### config.mk
export PLATFORM = sky130hd
export DESIGN_NAME = uart_cmd_master
export DESIGN_NICKNAME = d
export VERILOG_FILES = /design/src/verilog/uart_cmd_pkg.sv /design/src/verilog/uart_cfg_regs.sv /design/src/verilog/uart_tx_frame.sv /design/src/verilog/uart_rx_frame.sv /design/src/verilog/uart_cmd_seq.sv /design/src/verilog/uart_cmd_master.sv
export VERILOG_INCLUDE_DIRS = /design/src /design/src/verilog
export SDC_FILE = /design/constraint.sdc
export NUM_CORES = 1
export LEC_CHECK = 0
export BUFFER_PORTS_ARGS = -buffer_cell sky130_fd_sc_hd__buf_2
export CAP_MARGIN = 20
export CORE_MARGIN = 1
export CORE_UTILIZATION = 40
export CTS_BUF_LIST = sky130_fd_sc_hd__clkbuf_2 sky130_fd_sc_hd__clkbuf_4 sky130_fd_sc_hd__clkbuf_8
export DETAILED_ROUTE_END_ITERATION = 10
export GPL_ROUTABILITY_DRIVEN = 0
export MAX_ROUTING_LAYER = met4
export PLACE_DENSITY = 0.56
export SLEW_MARGIN = 30
export SYNTH_ARGS = -nofsm -noshare
export SYNTH_HDL_FRONTEND = slang
export SYNTH_SLANG_ARGS = --single-unit
### constraint.sdc
create_clock -name clk -period 6.8 [get_ports clk]
set_input_delay 0.68 -clock clk [delete_from_list [all_inputs] [get_ports clk]]
set_output_delay 0.68 -clock clk [all_outputs]
set_load 0.01 [all_outputs]
### src/verilog/uart_cmd_defines.svh
`ifndef UART_CMD_DEFINES_SVH
`define UART_CMD_DEFINES_SVH

// ~~~~~~~~~~~~~~~~~~~~~~~~~~~~~~~~~~~~~~~~~~~~~~~~
// Widths
// ~~~~~~~~~~~~~~~~~~~~~~~~~~~~~~~~~~~~~~~~~~~~~~~~
`define UART_CMD_W    16
`define UART_BYTE_W   8
`define UART_DIV_W    16
`define UART_GAP_W    8
`define UART_TMO_W    16

// ~~~~~~~~~~~~~~~~~~~~~~~~~~~~~~~~~~~~~~~~~~~~~~~~
// Configuration reset values and limits
// ~~~~~~~~~~~~~~~~~~~~~~~~~~~~~~~~~~~~~~~~~~~~~~~~
`define UART_DIV_RST  16'd434
`define UART_GAP_RST  8'd100
`define UART_TMO_RST  16'd65535
// Shortest bit period, in clocks
`define UART_DIV_MIN  16'd4

// Configuration register map
`define UART_CFG_DIV  2'd0
`define UART_CFG_GAP  2'd1
`define UART_CFG_TMO  2'd2

`endif

### src/verilog/uart_cmd_pkg.sv
package uart_cmd_pkg;

  // ~~~~~~~~~~~~~~~~~~~~~~~~~~~~~~~~~~~~~~~~~~~~~~~~
  // Command sequencer states
  // ~~~~~~~~~~~~~~~~~~~~~~~~~~~~~~~~~~~~~~~~~~~~~~~~
  typedef enum logic [2:0] {
    IDLE       = 3'd0,
    SEND_HI    = 3'd1,
    GAP        = 3'd2,
    SEND_LO    = 3'd3,
    WAIT_REPLY = 3'd4,
    RECV_REPLY = 3'd5
  } seq_state_t;

  // ~~~~~~~~~~~~~~~~~~~~~~~~~~~~~~~~~~~~~~~~~~~~~~~~
  // Outcome of one received frame
  // ~~~~~~~~~~~~~~~~~~~~~~~~~~~~~~~~~~~~~~~~~~~~~~~~
  typedef enum logic [1:0] {
    RX_OK      = 2'd0,
    RX_PARITY  = 2'd1,
    RX_FRAMING = 2'd2
  } rx_result_t;

endpackage

### src/verilog/uart_cfg_regs.sv
`timescale 1ns/10ps
`include "uart_cmd_defines.svh"

module uart_cfg_regs (
  input  logic                   clk,
  input  logic                   rst_n,
  input  logic                   cfg_we,
  input  logic [1:0]             cfg_addr,
  input  logic [`UART_DIV_W-1:0] cfg_wdata,
  output logic [`UART_DIV_W-1:0] cfg_rdata,
  output logic [`UART_DIV_W-1:0] bit_div,
  output logic [`UART_GAP_W-1:0] gap_clks,
  output logic [`UART_TMO_W-1:0] tmo_clks
);

  always_ff @(posedge clk or negedge rst_n)
  begin
    if (!rst_n)
    begin
      bit_div  <= `UART_DIV_RST;
      gap_clks <= `UART_GAP_RST;
      tmo_clks <= `UART_TMO_RST;
    end
    else if (cfg_we)
    begin
      case (cfg_addr)
        // Too short a period leaves no room for mid-bit sampling
        `UART_CFG_DIV: bit_div <= (cfg_wdata < `UART_DIV_MIN) ? `UART_DIV_MIN : cfg_wdata;
        `UART_CFG_GAP: gap_clks <= cfg_wdata[`UART_GAP_W-1:0];
        `UART_CFG_TMO: tmo_clks <= cfg_wdata[`UART_TMO_W-1:0];
        default: ;
      endcase
    end
  end

  // Readback
  always_comb
  begin
    case (cfg_addr)
      `UART_CFG_DIV: cfg_rdata = bit_div;
      `UART_CFG_GAP: cfg_rdata = {{(`UART_DIV_W-`UART_GAP_W){1'b0}}, gap_clks};
      `UART_CFG_TMO: cfg_rdata = tmo_clks;
      default:       cfg_rdata = '0;
    endcase
  end

endmodule

### src/verilog/uart_tx_frame.sv
`timescale 1ns/10ps
`include "uart_cmd_defines.svh"

module uart_tx_frame (
  input  logic                    clk,
  input  logic                    rst_n,
  input  logic [`UART_DIV_W-1:0]  bit_div,
  input  logic                    tx_start,
  input  logic [`UART_BYTE_W-1:0] tx_byte,
  output logic                    tx,
  output logic                    tx_busy,
  output logic                    tx_done
);

  // Bit 0 is start, 1..8 data, 9 parity, 10 stop
  localparam logic [3:0] STOP_BIT = 4'd10;

  logic [`UART_DIV_W-1:0]  div_cnt;
  logic [3:0]              bit_idx;
  logic [`UART_BYTE_W+1:0] frame_q;
  logic                    bit_end;

  assign bit_end = (div_cnt == bit_div - 1'b1);

  // ~~~~~~~~~~~~~~~~~~~~~~~~~~~~~~~~~~~~~~~~~~~~~~~~
  // Bits still to send after the start bit
  // ~~~~~~~~~~~~~~~~~~~~~~~~~~~~~~~~~~~~~~~~~~~~~~~~
  always_ff @(posedge clk)
  begin
    if (tx_start && !tx_busy)
    begin
      // Stop, odd parity, data
      frame_q <= {1'b1, ~^tx_byte, tx_byte};
    end
    else if (tx_busy && bit_end)
    begin
      frame_q <= {1'b1, frame_q[`UART_BYTE_W+1:1]};
    end
  end

  // ~~~~~~~~~~~~~~~~~~~~~~~~~~~~~~~~~~~~~~~~~~~~~~~~
  // Bit timing and line drive
  // ~~~~~~~~~~~~~~~~~~~~~~~~~~~~~~~~~~~~~~~~~~~~~~~~
  always_ff @(posedge clk or negedge rst_n)
  begin
    if (!rst_n)
    begin
      tx      <= 1'b1;
      tx_busy <= 1'b0;
      tx_done <= 1'b0;
      div_cnt <= '0;
      bit_idx <= '0;
    end
    else
    begin
      tx_done <= 1'b0;
      if (!tx_busy)
      begin
        if (tx_start)
        begin
          tx      <= 1'b0;
          tx_busy <= 1'b1;
          div_cnt <= '0;
          bit_idx <= '0;
        end
      end
      else if (bit_end)
      begin
        div_cnt <= '0;
        if (bit_idx == STOP_BIT)
        begin
          tx      <= 1'b1;
          tx_busy <= 1'b0;
          tx_done <= 1'b1;
        end
        else
        begin
          tx      <= frame_q[0];
          bit_idx <= bit_idx + 1'b1;
        end
      end
      else
      begin
        div_cnt <= div_cnt + 1'b1;
      end
    end
  end

endmodule

### src/verilog/uart_rx_frame.sv
`timescale 1ns/10ps
`include "uart_cmd_defines.svh"

module uart_rx_frame (
  input  logic                      clk,
  input  logic                      rst_n,
  input  logic [`UART_DIV_W-1:0]    bit_div,
  input  logic                      rx,
  output logic                      rx_busy,
  output logic                      rx_valid,
  output logic [`UART_BYTE_W-1:0]   rx_byte,
  output uart_cmd_pkg::rx_result_t  rx_result
);

  import uart_cmd_pkg::*;

  localparam logic [3:0] START_BIT  = 4'd0;
  localparam logic [3:0] PARITY_BIT = 4'd9;
  localparam logic [3:0] STOP_BIT   = 4'd10;

  logic                    rx_s1;
  logic                    rx_s2;
  logic                    rx_d;
  logic [`UART_DIV_W-1:0]  cnt;
  logic [3:0]              bit_idx;
  logic [`UART_BYTE_W-1:0] data_q;
  logic                    par_q;
  logic                    sample;
  logic                    start_edge;

  assign start_edge = !rx_busy && rx_d && !rx_s2;
  assign sample     = rx_busy && (cnt == '0);
  assign rx_byte    = data_q;

  // ~~~~~~~~~~~~~~~~~~~~~~~~~~~~~~~~~~~~~~~~~~~~~~~~
  // Synchronizer and edge history
  // ~~~~~~~~~~~~~~~~~~~~~~~~~~~~~~~~~~~~~~~~~~~~~~~~
  always_ff @(posedge clk or negedge rst_n)
  begin
    if (!rst_n)
    begin
      rx_s1 <= 1'b1;
      rx_s2 <= 1'b1;
      rx_d  <= 1'b1;
    end
    else
    begin
      rx_s1 <= rx;
      rx_s2 <= rx_s1;
      rx_d  <= rx_s2;
    end
  end

  // Data and parity capture
  always_ff @(posedge clk)
  begin
    if (sample)
    begin
      if (bit_idx > START_BIT && bit_idx < PARITY_BIT)
        data_q <= {rx_s2, data_q[`UART_BYTE_W-1:1]};
      else if (bit_idx == PARITY_BIT)
        par_q <= rx_s2;
    end
  end

  // ~~~~~~~~~~~~~~~~~~~~~~~~~~~~~~~~~~~~~~~~~~~~~~~~
  // Mid-bit timing and frame check
  // ~~~~~~~~~~~~~~~~~~~~~~~~~~~~~~~~~~~~~~~~~~~~~~~~
  always_ff @(posedge clk or negedge rst_n)
  begin
    if (!rst_n)
    begin
      rx_busy   <= 1'b0;
      rx_valid  <= 1'b0;
      rx_result <= RX_OK;
      cnt       <= '0;
      bit_idx   <= '0;
    end
    else
    begin
      rx_valid <= 1'b0;
      if (start_edge)
      begin
        // First sample lands half a bit after the edge
        rx_busy <= 1'b1;
        bit_idx <= START_BIT;
        cnt     <= (bit_div >> 1) - 1'b1;
      end
      else if (rx_busy)
      begin
        if (cnt != '0)
        begin
          cnt <= cnt - 1'b1;
        end
        else
        begin
          cnt <= bit_div - 1'b1;
          if (bit_idx == START_BIT && rx_s2)
          begin
            // Glitch, no report
            rx_busy <= 1'b0;
          end
          else if (bit_idx == STOP_BIT)
          begin
            rx_busy  <= 1'b0;
            rx_valid <= 1'b1;
            if (!rx_s2)
              rx_result <= RX_FRAMING;
            else if (!(^{data_q, par_q}))
              rx_result <= RX_PARITY;
            else
              rx_result <= RX_OK;
          end
          else
          begin
            bit_idx <= bit_idx + 1'b1;
          end
        end
      end
    end
  end

endmodule

### src/verilog/uart_cmd_seq.sv
`timescale 1ns/10ps
`include "uart_cmd_defines.svh"

module uart_cmd_seq (
  input  logic                      clk,
  input  logic                      rst_n,
  input  logic [`UART_CMD_W-1:0]    cmd_in,
  input  logic                      cmd_vld,
  output logic                      cmd_rdy,
  input  logic [`UART_GAP_W-1:0]    gap_clks,
  input  logic [`UART_TMO_W-1:0]    tmo_clks,
  output logic                      tx_start,
  output logic [`UART_BYTE_W-1:0]   tx_byte,
  input  logic                      tx_done,
  input  logic                      rx_busy,
  input  logic                      rx_valid,
  input  logic [`UART_BYTE_W-1:0]   rx_byte,
  input  uart_cmd_pkg::rx_result_t  rx_result,
  output logic                      read_done,
  output logic [`UART_BYTE_W-1:0]   read_data,
  output logic                      read_err
);

  import uart_cmd_pkg::*;

  // Gap count already covers the tx_done, GAP entry and tx_start clocks
  localparam logic [`UART_GAP_W-1:0] GAP_PRESET = 3;

  seq_state_t             state;
  logic [`UART_CMD_W-1:0] cmd_q;
  logic [`UART_GAP_W-1:0] gap_cnt;
  logic [`UART_TMO_W-1:0] tmo_cnt;
  logic                   cmd_acc;
  logic                   is_write;

  assign cmd_rdy  = (state == IDLE);
  assign cmd_acc  = cmd_vld && cmd_rdy;
  assign is_write = cmd_q[`UART_CMD_W-1];
  assign tx_byte  = (state == SEND_LO) ? cmd_q[`UART_BYTE_W-1:0]
                                       : cmd_q[`UART_CMD_W-1:`UART_BYTE_W];

  always_ff @(posedge clk)
  begin
    if (cmd_acc)
      cmd_q <= cmd_in;
  end

  // ~~~~~~~~~~~~~~~~~~~~~~~~~~~~~~~~~~~~~~~~~~~~~~~~
  // Command FSM
  // ~~~~~~~~~~~~~~~~~~~~~~~~~~~~~~~~~~~~~~~~~~~~~~~~
  always_ff @(posedge clk or negedge rst_n)
  begin
    if (!rst_n)
    begin
      state     <= IDLE;
      tx_start  <= 1'b0;
      gap_cnt   <= '0;
      tmo_cnt   <= '0;
      read_done <= 1'b0;
      read_data <= '0;
      read_err  <= 1'b0;
    end
    else
    begin
      tx_start  <= 1'b0;
      read_done <= 1'b0;
      case (state)
        IDLE:
        begin
          if (cmd_acc)
          begin
            tx_start <= 1'b1;
            state    <= SEND_HI;
          end
        end
        SEND_HI:
        begin
          if (tx_done)
          begin
            if (is_write)
            begin
              gap_cnt <= GAP_PRESET;
              state   <= GAP;
            end
            else
            begin
              tmo_cnt <= '0;
              state   <= WAIT_REPLY;
            end
          end
        end
        GAP:
        begin
          if (gap_cnt >= gap_clks)
          begin
            tx_start <= 1'b1;
            state    <= SEND_LO;
          end
          else
            gap_cnt <= gap_cnt + 1'b1;
        end
        SEND_LO:
        begin
          if (tx_done)
            state <= IDLE;
        end
        WAIT_REPLY:
        begin
          if (rx_busy)
            state <= RECV_REPLY;
          else if (tmo_cnt >= tmo_clks)
          begin
            read_done <= 1'b1;
            read_data <= '0;
            read_err  <= 1'b1;
            state     <= IDLE;
          end
          else
            tmo_cnt <= tmo_cnt + 1'b1;
        end
        RECV_REPLY:
        begin
          if (rx_valid)
          begin
            read_done <= 1'b1;
            read_data <= rx_byte;
            read_err  <= (rx_result != RX_OK);
            state     <= IDLE;
          end
          else if (!rx_busy)
          begin
            // Start glitch, keep waiting on the same timeout
            state <= WAIT_REPLY;
          end
        end
        default: state <= IDLE;
      endcase
    end
  end

endmodule

### src/verilog/uart_cmd_master.sv
`timescale 1ns/10ps
`include "uart_cmd_defines.svh"

module uart_cmd_master (
  input  logic                    clk,
  input  logic                    rst_n,
  input  logic [`UART_CMD_W-1:0]  cmd_in,
  input  logic                    cmd_vld,
  output logic                    cmd_rdy,
  output logic                    read_done,
  output logic [`UART_BYTE_W-1:0] read_data,
  output logic                    read_err,
  input  logic                    cfg_we,
  input  logic [1:0]              cfg_addr,
  input  logic [`UART_DIV_W-1:0]  cfg_wdata,
  output logic [`UART_DIV_W-1:0]  cfg_rdata,
  output logic                    tx,
  input  logic                    rx
);

  import uart_cmd_pkg::*;

  logic [`UART_DIV_W-1:0]  bit_div;
  logic [`UART_GAP_W-1:0]  gap_clks;
  logic [`UART_TMO_W-1:0]  tmo_clks;
  logic                    tx_start;
  logic [`UART_BYTE_W-1:0] tx_byte;
  logic                    tx_done;
  logic                    rx_busy;
  logic                    rx_valid;
  logic [`UART_BYTE_W-1:0] rx_byte;
  rx_result_t              rx_result;

  uart_cfg_regs u_cfg (
    .clk       (clk),
    .rst_n     (rst_n),
    .cfg_we    (cfg_we),
    .cfg_addr  (cfg_addr),
    .cfg_wdata (cfg_wdata),
    .cfg_rdata (cfg_rdata),
    .bit_div   (bit_div),
    .gap_clks  (gap_clks),
    .tmo_clks  (tmo_clks)
  );

  uart_cmd_seq u_seq (
    .clk       (clk),
    .rst_n     (rst_n),
    .cmd_in    (cmd_in),
    .cmd_vld   (cmd_vld),
    .cmd_rdy   (cmd_rdy),
    .gap_clks  (gap_clks),
    .tmo_clks  (tmo_clks),
    .tx_start  (tx_start),
    .tx_byte   (tx_byte),
    .tx_done   (tx_done),
    .rx_busy   (rx_busy),
    .rx_valid  (rx_valid),
    .rx_byte   (rx_byte),
    .rx_result (rx_result),
    .read_done (read_done),
    .read_data (read_data),
    .read_err  (read_err)
  );

  uart_tx_frame u_tx (
    .clk      (clk),
    .rst_n    (rst_n),
    .bit_div  (bit_div),
    .tx_start (tx_start),
    .tx_byte  (tx_byte),
    .tx       (tx),
    .tx_busy  (),
    .tx_done  (tx_done)
  );

  uart_rx_frame u_rx (
    .clk       (clk),
    .rst_n     (rst_n),
    .bit_div   (bit_div),
    .rx        (rx),
    .rx_busy   (rx_busy),
    .rx_valid  (rx_valid),
    .rx_byte   (rx_byte),
    .rx_result (rx_result)
  );

endmodule

# Word-level counts from Yosys, hierarchy flattened
# Index checks and enable logic that the tools add are counted.
[word_totals] register_bits=162 input_bits=39 out_inout_bits=28 elab_cells=188
[classes] add_sub_neg=8 n_lt_le_gt_ge=5 n_eq_ne=29 n_mux=77 bitwise_logic=4 n_reduce_logical=38
[ops] cell="two-way mux 16 bit" count=11
[ops] cell="two-way mux 8 bit" count=7
[ops] cell="case mux 16 bit (3 select lines)" count=1
[ops] cell="two-way mux 4 bit" count=9
[ops] cell="adder 16 x 1 -> 16 bit, second input constant" count=2
[ops] cell="case mux 16 bit (2 select lines)" count=1
[ops] cell="case mux 8 bit (2 select lines)" count=2
[ops] cell="subtractor 16 x 1 -> 16 bit, second input constant" count=2
[ops] cell="two-way mux 1 bit" count=30
[ops] cell="two-way mux 3 bit" count=9
[ops] cell="two-way mux 9 bit" count=2
[ops] cell="inequality test 2 x 1 -> 1 bit, second input constant" count=9
[ops] cell="case mux 3 bit (6 select lines)" count=1
[ops] cell="equality test 16 bit" count=1
[ops] cell="greater-or-equal comparator 16 bit" count=1
[ops] cell="logical NOT 16 bit" count=1
[ops] cell="< comparator 16 x 3 -> 1 bit, second input constant" count=1
[ops] cell="nonzero test 16 bit" count=1
[ops] cell="subtractor 15 x 1 -> 16 bit, second input constant" count=1
[ops] cell="inequality test 2 bit, second input constant" count=7
[ops] cell="nonzero test 2 bit" count=7
[ops] cell="equality test 4 bit, second input constant" count=3
[ops] cell="AND reduction 4 bit" count=3
[ops] cell="AND reduction 2 bit" count=5
[ops] cell="other kinds (25)" count=44

# Logic depth before layout (Yosys ltp)
# Gate-level depths: netlist of the first run.
[depth] depth_word=6 mapped_depth=13 ltp_nobuf=10

# Cells and area by module
# From an unflattened synthesis of the first run, not the netlist that was laid out.
[hier_totals] hier_cells=949 hier_area_um2=9700.6
[by_module_without_submodules] module="uart_cmd_seq" instances=1 cells_per_inst=313 area_each_um2=3214.3 seq_area_each_um2=1431.4
[by_module_without_submodules] module="uart_tx_frame" instances=1 cells_per_inst=247 area_each_um2=2312.2 seq_area_each_um2=847.1
[by_module_without_submodules] module="uart_rx_frame" instances=1 cells_per_inst=247 area_each_um2=2249.7 seq_area_each_um2=949.7
[by_module_without_submodules] module="uart_cfg_regs" instances=1 cells_per_inst=142 area_each_um2=1924.3 seq_area_each_um2=1031.0

# Least setup slack after synthesis of the first run
# No wires, ideal clock.
[synth_path] kind="register -> register" start="reg u_cfg.bit_div[2]" end="reg u_tx.frame_q[0] (enable)" setup_ns=0.374 arrival_time_ns=2.810 required_ns=6.426 path_slack_ns=3.616 path_stages_with_launch=11 path_buffers=1 period_less_slack_ns=3.184 path_cell_list="dfrtp_1 -> inv_1 -> ha_1 -> or4b_4 -> nor3b_2 -> xnor2_1 -> xor2_1 -> and4b_1 -> a21oi_1 -> buf_4 -> nor2_1"
[synth_via] elab_chain_len=4
[synth_rtl] item="start, declared" line="uart_cfg_regs.sv:11" source="output logic [`UART_DIV_W-1:0] bit_div,"
[synth_rtl] item="start signal, assigned" line="uart_cfg_regs.sv:20" source="bit_div <= `UART_DIV_RST;"
[synth_rtl] item="start signal, assigned" line="uart_cfg_regs.sv:28" source="`UART_CFG_DIV: bit_div <= (cfg_wdata < `UART_DIV_MIN) ? `UART_DIV_MIN : cfg_wdata;"
[synth_rtl] item="subtractor 16 x 1 -> 16 bit" line="uart_tx_frame.sv:23" source="assign bit_end = (div_cnt == bit_div - 1'b1);"
[synth_rtl] item="equality test 16 bit" line="uart_tx_frame.sv:23"
[synth_rtl] item="logical AND 1 bit" line="uart_tx_frame.sv:35" source="else if (tx_busy && bit_end)"
[synth_rtl] item="nonzero test 2 bit (no source line)"
[synth_rtl] item="end signal, assigned" line="uart_tx_frame.sv:33" source="frame_q <= {1'b1, ~^tx_byte, tx_byte};"
[synth_rtl] item="end signal, assigned" line="uart_tx_frame.sv:37" source="frame_q <= {1'b1, frame_q[`UART_BYTE_W+1:1]};"
[synth_rtl] item="end, declared" line="uart_tx_frame.sv:20" source="logic [`UART_BYTE_W+1:0] frame_q;"
# Every way passes these cells.
# A chain may end at the register's enable or synchronous reset.

# Final worst setup path of the first run
[layout_path] start="reg u_cfg.bit_div[2]" end="reg u_tx.frame_q[1] (enable)"
# Same word-level chain as after synthesis.

==> run metrics, run 1 <==
run status=completed; met3 usage=2.60%; HP Class=in -> async; Die ar.=0.0248 mm2; P_leak=0.00464 uW; row count=56; met1 usage=26.8%; initial antenna violation count=0; critical path startpoint category=register; Ports=67; setup TNS=0 ps; PortBufs=66; DP HPWL=17600 um; Worst Max-Slew Pin Slew=942 ps; Primary FF master, synth=dfrtp_1; mapped cell area=0.00969 mm2; setup ws final=2980 ps; most common cell after layout, fill and taps aside=nand2_1; Post-synth EDFFs=34; Synth top area share=25.8%; initial core utilization=41.0%; Ys Warns=0; postcts setup bufs=0; final setup violation count=0; Post-synth ARST share=79.0%; post-synthesis sequential area ratio=44.0%; crit-path cells=inv_1, ha_1, nor4b_4, nand4_1, xor2_1, a211oi_2, and4_1, a21oi_1, nor2_1; Worst R2R Path Depth=9; Clock Tree Buf Depth=2; Cell Pwr Density=234 mW/mm2; Die W=158 um; FF+latch count, synth=162; Place WS=3000 ps; RR Startpoint=u_cfg.bit_div[2]; vias=7406; initial DRC count=470; area grow syn2layout=10.4%; global-route wire length before repair=37100 um; FMAX=262 MHz; critical path class=reg -> reg; fin crit period=3820 ps; pin count of the biggest net entering global routing=77; Area contributors post-synth=dfrtp_1 26%, edfxtp_1 11%, dfstp_2 7.6%; Tcrit/Tclk final=56.2%; Worst Path Max Fanout=11; maxcap violations=0; CTS Buf Count=17; worst reg2reg path endpoint=u_tx.frame_q[1]; slew margin rel.=36.9%; core region area=0.0236 mm2; met2 Track Usage GR=31.0%; # resized after CTS=0; Congestion Overflow GR=0; worst vdd ir=0.000116 V; total power draw=2500 uW; CTS root buffer=clkbuf_8; Antenna Nets Post-Route=0; clk sink count=162; Post-CTS Hold Buffers=0; Syn Inst Count=989; Total Routing Usage GR=20.0%; Reg clk slew, reported paths=100 ps; RSZ-0062 raised after global routing=no; worst stage delay on the critical path=730 ps; Clk Latency, worst-skew pair=470 ps; slowest CP cell=a21oi_1; GR peak layer=met2; fin. max-slew vios=0; reg-to-reg slack, setup=2980 ps; Avg Cell Area, Syn=9.80 um2; commonest non-fill, non-tap cells in the layout=106 x nand2_1, 100 x dfrtp_1, 65 x nor2_1, 65 x buf_2, 57 x o21ai_0; WP data arrival=3940 ps; synth unique cells=82; DRT Wirelength=23300 um; CTS tree=yes; Avg WL per Cell=17.1 um; Nets=1110; vias per cell=5.43; vias in the first global route=6959; DRC violation count after routing=0; final hold violation count=0; Post-Syn Nets=1067; Fill cells=2313; layout cells sized above 1=17.8%; Die H=158 um; clk_skew=19.8 ps; drt pass-1 iters=4; Setup crit end kind=register; H-tree depth=4; Worst Path Required=6920 ps; area leader, netlist=dfrtp_1; n_diodes=0
## synth_stat cells (10+ instances only)
cell type,number
a22o_1,13
mux2_2,34
ha_1,39
clkbuf_1,34
nor2_1,65
xnor2_1,52
edfxtp_1,34
nand4_1,11
dfstp_2,28
o21ai_0,57
xor2_1,25
inv_1,51
dfrtp_1,100
a21o_1,14
a21oi_1,54
and3_1,13
mux2i_1,32
nand3_1,36
nand2b_1,13
nor4_1,10
nand2_1,106
nor3_1,21
## power by group
| part | switching, uW | internal, uW | total, uW |
|---|---|---|---|
| Sequential | 151 | 1110 | 1260 |
| Combinational | 260 | 217 | 478 |
| Clock | 394 | 374 | 768 |
| Total | 806 | 1700 | 2500 |
## layer usage
layer | routed length, um | vias up
li1 | - | 3644
met1 | 11300 | 3583
met2 | 10700 | 146
met3 | 753 | 33
met4 | 499 | 0
met5 | 0 | -
## per-stage QoR
| stage | instances | cell area (um2) | utilization (%) | hold WS [ps] |
|---|---|---|---|---|
| floorplan | 989 | 9690 | - | 345 |
| global placement | 1332 | 10300 | 43.4 | 351 |
| detailed placement | 1332 | 10300 | 43.5 | 348 |
| CTS | 1364 | 10700 | 45.3 | 248 |
| global route | 1364 | 10700 | 45.3 | 274 |
| finish | 1364 | 10700 | 45.3 | 240 |
## cell families (layout without fill, tap and decap cells)
kind of cell	count (synthesis)	count (layout)	synth area share, %
adders and majority gates	39	39	5.04
xor gates and xnor gates	79	79	7.43
buffers and inverters	96	152	4.03
and+or+nand+nor	334	334	17.9
DFF	162	162	44.0
AOI/OAI and AO/OA	213	213	14.4
muxes	66	66	7.26
## area by class of cell
cell class / instances / area (um2) / share of cell area, %
Sequential cell: 162 / 4260 / 39.8
Tap cell: 319 / 399 / 3.73
Clock inverter: 15 / 196 / 1.84
Clock buffer: 17 / 234 / 2.19
Timing Repair Buffer: 68 / 352 / 3.29
Inverter: 52 / 195 / 1.82
Multi-Input combinational cell: 731 / 5060 / 47.3
## worst max-delay path by stage
stage	from	endpoint	slack, ps
3_3_place_gp	u_cfg.bit_div[0]	u_tx.frame_q[6]	3130
3_5_place_dp	u_cfg.bit_div[0]	u_tx.frame_q[7]	3000
2_1_floorplan	u_cfg.bit_div[2]	u_tx.frame_q[0]	3620
4_1_cts	u_cfg.bit_div[0]	u_tx.frame_q[5]	3000
5_1_grt	u_cfg.bit_div[2]	u_tx.frame_q[5]	2720
6_report	u_cfg.bit_div[2]	u_tx.frame_q[1]	2980
## worst max-delay path: cells and delay by family, from the launching register on
| family | cells | cell delay [ps] |
|---|---|---|
| AOI/OAI and AO/OA | 2 | 890 |
| xor gates and xnor gates | 1 | 460 |
| DFF | 1 | 450 |
| adders and majority gates | 1 | 270 |
| buffers and inverters | 1 | 140 |
| and+or+nand+nor | 4 | 1270 |
## sequential cells by signal, summed over array words and instances, names as in the netlist, 2 cells and up
signal	cells
u_cfg.bit_div	16
u_cfg.gap_clks	8
u_cfg.tmo_clks	16
u_rx.bit_idx	4
u_rx.cnt	16
u_rx.rx_byte	8
u_rx.rx_result	2
u_seq.cmd_q	16
u_seq.gap_cnt	8
u_seq.read_data	8
u_seq.state	3
u_seq.tmo_cnt	16
u_tx.bit_idx	4
u_tx.div_cnt	16
u_tx.frame_q	9
No activity file was read; power rests on OpenSTA's default activity.
==> run 2: changes to the inputs <==
- clock period: 6.8 -> 3.7 ns (I/O delays scaled with it)
==> run 2 against run 1 <==
Net effect: routed wire length increased by 4.0%; sequential share of layout area fell by 0.51 points; combinational power grew 93%; total power rose by 87%; critical path depth increased by 1; register-to-register slack got worse by 2500 ps; clock skew decreased by 1.2 ps; non-clock buffer count up 18; critical endpoint is now u_tx.div_cnt[7]; largest cell class unchanged; largest power group unchanged.
==> run metrics, run 2 (same netlist as run 1, synthesis figures left out) <==
n_diodes=0 (unchanged); clk sink count=162 (unchanged); met2 Track Usage GR=33.0% (was 31.0%); Reg clk slew, reported paths=100 ps (about the same); maxcap violations=0 (unchanged); internal power=3210 uW (was 1700 uW); clock power share=31.3% (was 30.7%); Cell Pwr Density=433 mW/mm2 (was 234 mW/mm2); CTS root buffer=clkbuf_8 (unchanged); setup TNS=0 ps (unchanged); initial DRC count=393 (was 470); Die H=158 um (unchanged); most common cell after layout, fill and taps aside=nand2_1 (unchanged); Sw Ratio=31.6% (was 32.2%); WP data arrival=3590 ps (was 3940 ps); FMAX=309 MHz (was 262 MHz); drt pass-1 iters=5 (was 4); final setup violation count=0 (unchanged); Worst Path Max Fanout=18 (was 11); worst vdd ir=0.000218 V (was 0.000116 V); HP Class=in -> reg (was in -> async); vias in the first global route=7259 (was 6959); Worst Max-Slew Pin Slew=893 ps (was 942 ps); layout cells sized above 1=18.6% (was 17.8%); Tcrit/Tclk final=87.5% (was 56.2%); postcts setup bufs=0 (unchanged); pin count of the biggest net entering global routing=93 (was 77); fin. max-slew vios=0 (unchanged); RSZ-0062 raised after global routing=no (unchanged); initial core utilization=41.0% (unchanged); DRC violation count after routing=0 (unchanged); Antenna Nets Post-Route=0 (unchanged); Die W=158 um (unchanged); Clk Latency, worst-skew pair=460 ps (was 470 ps); run status=completed (unchanged); combinational cell fraction of total power=19.6% (was 19.1%); core region area=0.0236 mm2 (unchanged); Die ar.=0.0248 mm2 (unchanged); Total Routing Usage GR=21.0% (was 20.0%); Ports=67 (unchanged); initial antenna violation count=0 (unchanged); # resized after CTS=0 (unchanged); Avg WL per Cell=17.6 um (was 17.1 um); net switching power=1490 uW (was 806 uW); vias=7520 (was 7406); fin crit period=3240 ps (was 3820 ps); Nets=1128 (was 1110); CTS tree=yes (unchanged); PortBufs=66 (unchanged); DRT Wirelength=24300 um (was 23300 um); final hold violation count=0 (unchanged); commonest non-fill, non-tap cells in the layout=106 x nand2_1, 100 x dfrtp_1, 65 x nor2_1, 65 x buf_2, 57 x o21ai_0 (unchanged); sequential power share=49.0% (was 50.3%); clk_skew=18.5 ps (was 19.8 ps); Fill cells=2298 (was 2313); met1 usage=27.8% (was 26.8%); row count=56 (unchanged); GR peak layer=met2 (unchanged); critical path startpoint category=register (unchanged); Worst Path Required=4060 ps (was 6920 ps); Clock Tree Buf Depth=2 (unchanged); H-tree depth=4 (unchanged); Setup crit end kind=register (unchanged); vias per cell=5.44 (was 5.43); P_leak=0.00472 uW (was 0.00464 uW); CTS Buf Count=17 (unchanged); slew margin rel.=40.2% (was 36.9%); met3 usage=3.34% (was 2.60%); worst hold slack=77.5 ps (was 240 ps); DP HPWL=18000 um (was 17600 um); global-route wire length before repair=39200 um (was 37100 um); critical path class=reg -> reg (unchanged); Congestion Overflow GR=0 (unchanged); area grow syn2layout=11.8% (was 10.4%)
==> run 2: layout make-up <==
type / count / area [um2] / area share, %
Multi-Input combinational cell: 731 / 5040 / 46.6
Sequential cell: 162 / 4260 / 39.3
Inverter: 52 / 195 / 1.80
Timing Repair Buffer: 86 / 494 / 4.56
Clock inverter: 14 / 201 / 1.86
Clock buffer: 18 / 241 / 2.23
Tap cell: 319 / 399 / 3.68
==> run 2: final timing paths <==
kind | from | endpoint | slack [ps] | cells after the start
min in group asynchronous | rst_n | u_rx.bit_idx[3] | 520 | 2
setup reg to reg | u_cfg.bit_div[2] | u_tx.div_cnt[7] | 460 | 10
hold / removal | cmd_in[8] | u_seq.cmd_q[8] | 80 | 1
setup / recovery | u_cfg.bit_div[2] | u_tx.div_cnt[7] | 460 | 10
hold reg to reg | u_rx.rx_s1 | u_rx.rx_s2 | 360 | 0
max in group asynchronous | rst_n | u_tx.tx | 2300 | 3
==> run 2: metal layers <==
layer	vias to the layer above	routed length [um]
met3	31	934
li1	3674	-
met2	169	11200
met4	0	422
met5	-	0
met1	3646	11700
==> run 2: repair_timing <==
item / in CTS / in global routing
setup endpoints to repair: 0 / 0
endpoints found under the hold margin: 8 / 0
hold buffers: 2 / 0
==> run 2: power by group through the flow <==
stage	combinational [uW]	clock, uW	sequential, uW
2_1_floorplan	714	0	2200
3_3_place_gp	908	0	2330
3_5_place_dp	915	0	2330
4_1_cts	922	1520	2300
5_1_grt	1040	1580	2330
6_report	921	1470	2300
==> run 2: critical path, cell delays in order, from the launching register on <==
cell,delay (ps)
dfrtp_1,450
inv_1,160
ha_1,250
nor4b_4,440
nand4_1,170
xor2_1,420
o211a_1,230
nand4_1,190
o21ai_4,470
o21ai_0,170
a22o_1,190
==> run 2: stage by stage <==
step	power (uW)	utilization (%)	worst slack, ps	cells	instance area [um2]
6_report	4700	45.9	464	1382	10800
5_1_grt	4950	45.9	194	1382	10800
4_1_cts	4740	45.9	473	1382	10800
3_5_place_dp	3250	43.9	488	1348	10400
3_3_place_gp	3240	43.9	556	1348	10400
2_1_floorplan	2920	-	516	989	9690
==> run 3: changes to the inputs <==
- clock period: 3.7 -> 4.09 ns (I/O delays scaled with it)
==> run 3 against run 2 <==
Net effect: largest power group unchanged; highest routed layer unchanged; sequential power shrank 9.6%; first-iteration DRC count grew 20%; core utilization shrank 0.31 points; routed wire length shrank 1.3%; critical path type unchanged.
==> run metrics, run 3 (same netlist as run 1, synthesis figures left out) <==
Total Routing Usage GR=20.7% (was 21.0%); worst reg2reg path endpoint=u_tx.frame_q[6] (was u_tx.div_cnt[7]); pin count of the biggest net entering global routing=103 (was 93); slew margin rel.=38.4% (was 40.2%); commonest non-fill, non-tap cells in the layout=106 x nand2_1, 100 x dfrtp_1, 65 x buf_2 (was 106 x nand2_1, 100 x dfrtp_1, 65 x nor2_1, 65 x buf_2, 57 x o21ai_0); CTS Buf Count=17 (unchanged); final setup violation count=0 (unchanged); worst stage delay on the critical path=570 ps (was 470 ps); maxcap violations=0 (unchanged); DRT Wirelength=24000 um (was 24300 um); Congestion Overflow GR=0 (unchanged); Worst R2R Path Depth=9 (was 10); FMAX=285 MHz (was 309 MHz); # resized after CTS=0 (unchanged); GR peak layer=met2 (unchanged); initial DRC count=471 (was 393); Clock Tree Buf Depth=2 (unchanged); fin crit period=3500 ps (was 3240 ps); Antenna Nets Post-Route=0 (unchanged); critical path startpoint category=register (unchanged); HP Class=in -> async (was in -> reg); postcts setup bufs=0 (unchanged); n_diodes=0 (unchanged); Reg clk slew, reported paths=90 ps (was 100 ps); DP HPWL=17800 um (was 18000 um); vias per cell=5.45 (was 5.44); worst setup path start=u_cfg.bit_div[2] (unchanged); Avg WL per Cell=17.4 um (was 17.6 um); reg-to-reg slack, setup=590 ps (was 460 ps); RSZ-0062 raised after global routing=no (unchanged); global-route wire length before repair=38700 um (was 39200 um); row count=56 (unchanged); setup ws final=587 ps (was 464 ps); setup TNS=0 ps (unchanged); most common cell after layout, fill and taps aside=nand2_1 (unchanged); worst vdd ir=0.000159 V (was 0.000218 V); Bufs and invs on worst path=1 (unchanged); run status=completed (unchanged); sequential cell area=0.00426 mm2 (unchanged); Die W=158 um (unchanged); slowest CP cell=nor2_1 (was o21ai_4); DRC violation count after routing=0 (unchanged); P_leak=0.00468 uW (was 0.00472 uW); layout cells sized above 1=18.3% (was 18.6%); RR Startpoint=u_cfg.bit_div[2] (unchanged); Cell Pwr Density=386 mW/mm2 (was 433 mW/mm2); CTS root buffer=clkbuf_8 (unchanged); fin. max-slew vios=0 (unchanged); met3 usage=3.26% (was 3.34%); final hold violation count=0 (unchanged); Place WS=637 ps (was 488 ps); CTS tree=yes (unchanged); vias=7498 (was 7520); PortBufs=66 (unchanged); critical path class=reg -> reg (unchanged); initial antenna violation count=0 (unchanged); area grow syn2layout=11.1% (was 11.8%); clk sink count=162 (unchanged); crit-path cells=inv_1, ha_1, or4b_4, nor3b_2, xnor2_1, xor2_1, and4b_1, a21oi_1, nor2_1 (was inv_1, ha_1, nor4b_4, nand4_1, xor2_1, o211a_1, nand4_1, o21ai_4, o21ai_0, a22o_1); Setup crit end kind=register (unchanged); Tcrit/Tclk final=85.7% (was 87.5%); H-tree depth=4 (unchanged); Ports=67 (unchanged); core region area=0.0236 mm2 (unchanged); Fill cells=2313 (was 2298); critical path's top delay family=simple AND/OR/NAND/NOR gates (was compound AO/OA/AOI/OAI gates); Worst Path Max Fanout=9 (was 18); WP data arrival=3600 ps (was 3590 ps); Clk Latency, worst-skew pair=470 ps (was 460 ps); Nets=1123 (was 1128); met2 Track Usage GR=32.7% (was 33.0%); drt pass-1 iters=4 (was 5); Worst Path Required=4180 ps (was 4060 ps); initial core utilization=41.0% (unchanged); Die ar.=0.0248 mm2 (unchanged); Die H=158 um (unchanged); multi-input logic area=0.00505 mm2 (was 0.00504 mm2); vias in the first global route=7161 (was 7259); clk_skew=14.4 ps (was 18.5 ps); Worst Max-Slew Pin Slew=920 ps (was 893 ps); met1 usage=27.7% (was 27.8%)
==> run 3: cell count changes in the layout (fill, tap and decap cells not counted) <==
cell / change
nor2_1: -1
clkinv_2: +2
inv_6: -2
inv_8: -1
clkinv_1: +1
a2111oi_1: +1
dlygate4sd3_1: -1
nor2_2: +1
bufinv_16: -1
clkinvlp_4: +1
a2111oi_0: -1
buf_4: -4
==> run 3: worst max path at each step <==
stage	endpoint	slack, ps	cells after the start
2_1_floorplan	u_tx.frame_q[0]	910	10
3_3_place_gp	u_tx.frame_q[7]	670	9
3_5_place_dp	u_tx.frame_q[7]	640	9
4_1_cts	u_tx.frame_q[5]	600	9
5_1_grt	u_tx.frame_q[6]	350	9
6_report	u_tx.frame_q[6]	590	9
==> run 3: area by class of cell <==
class,instances,area share [%]
clock buffer,18,2.24
sequential,162,39.6
clock inverter,14,1.52
inverter,52,1.81
tap,319,3.71
timing repair buffer,81,4.22
multi-input combinational,731,46.9
==> run 3: power breakdown <==
group	internal [uW]	total (uW)	switching, uW
clock	608	1230	623
sequential	1840	2080	239
combinational	381	843	462
==> run 3: what timing repair did <==
item / 4_1_cts / 5_1_grt
setup endpoints to repair: 0 / 0
hold buffers: 0 / 1
hold endpoints to repair: 0 / 1
==> run 3: per-layer routing <==
layer  up-vias  routed length (um)
li1       3676                   -
met1      3640               11800
met2       159               11100
met3        23                 789
met4         0                 274
met5         -                   0
==> run 3: metrics by stage <==
step | cell area [um2] | util (%) | std cells | total power [uW] | hold WS [ps]
finish | 10800 | 45.6 | 1377 | 4150 | 30.5
global route | 10800 | 45.6 | 1377 | 4380 | 80.2
CTS | 10700 | 45.5 | 1376 | 4190 | 4.77
detailed placement | 10300 | 43.8 | 1344 | 2950 | 356
global placement | 10300 | 43.8 | 1344 | 2940 | 347
floorplan | 9690 | - | 989 | 2640 | 113
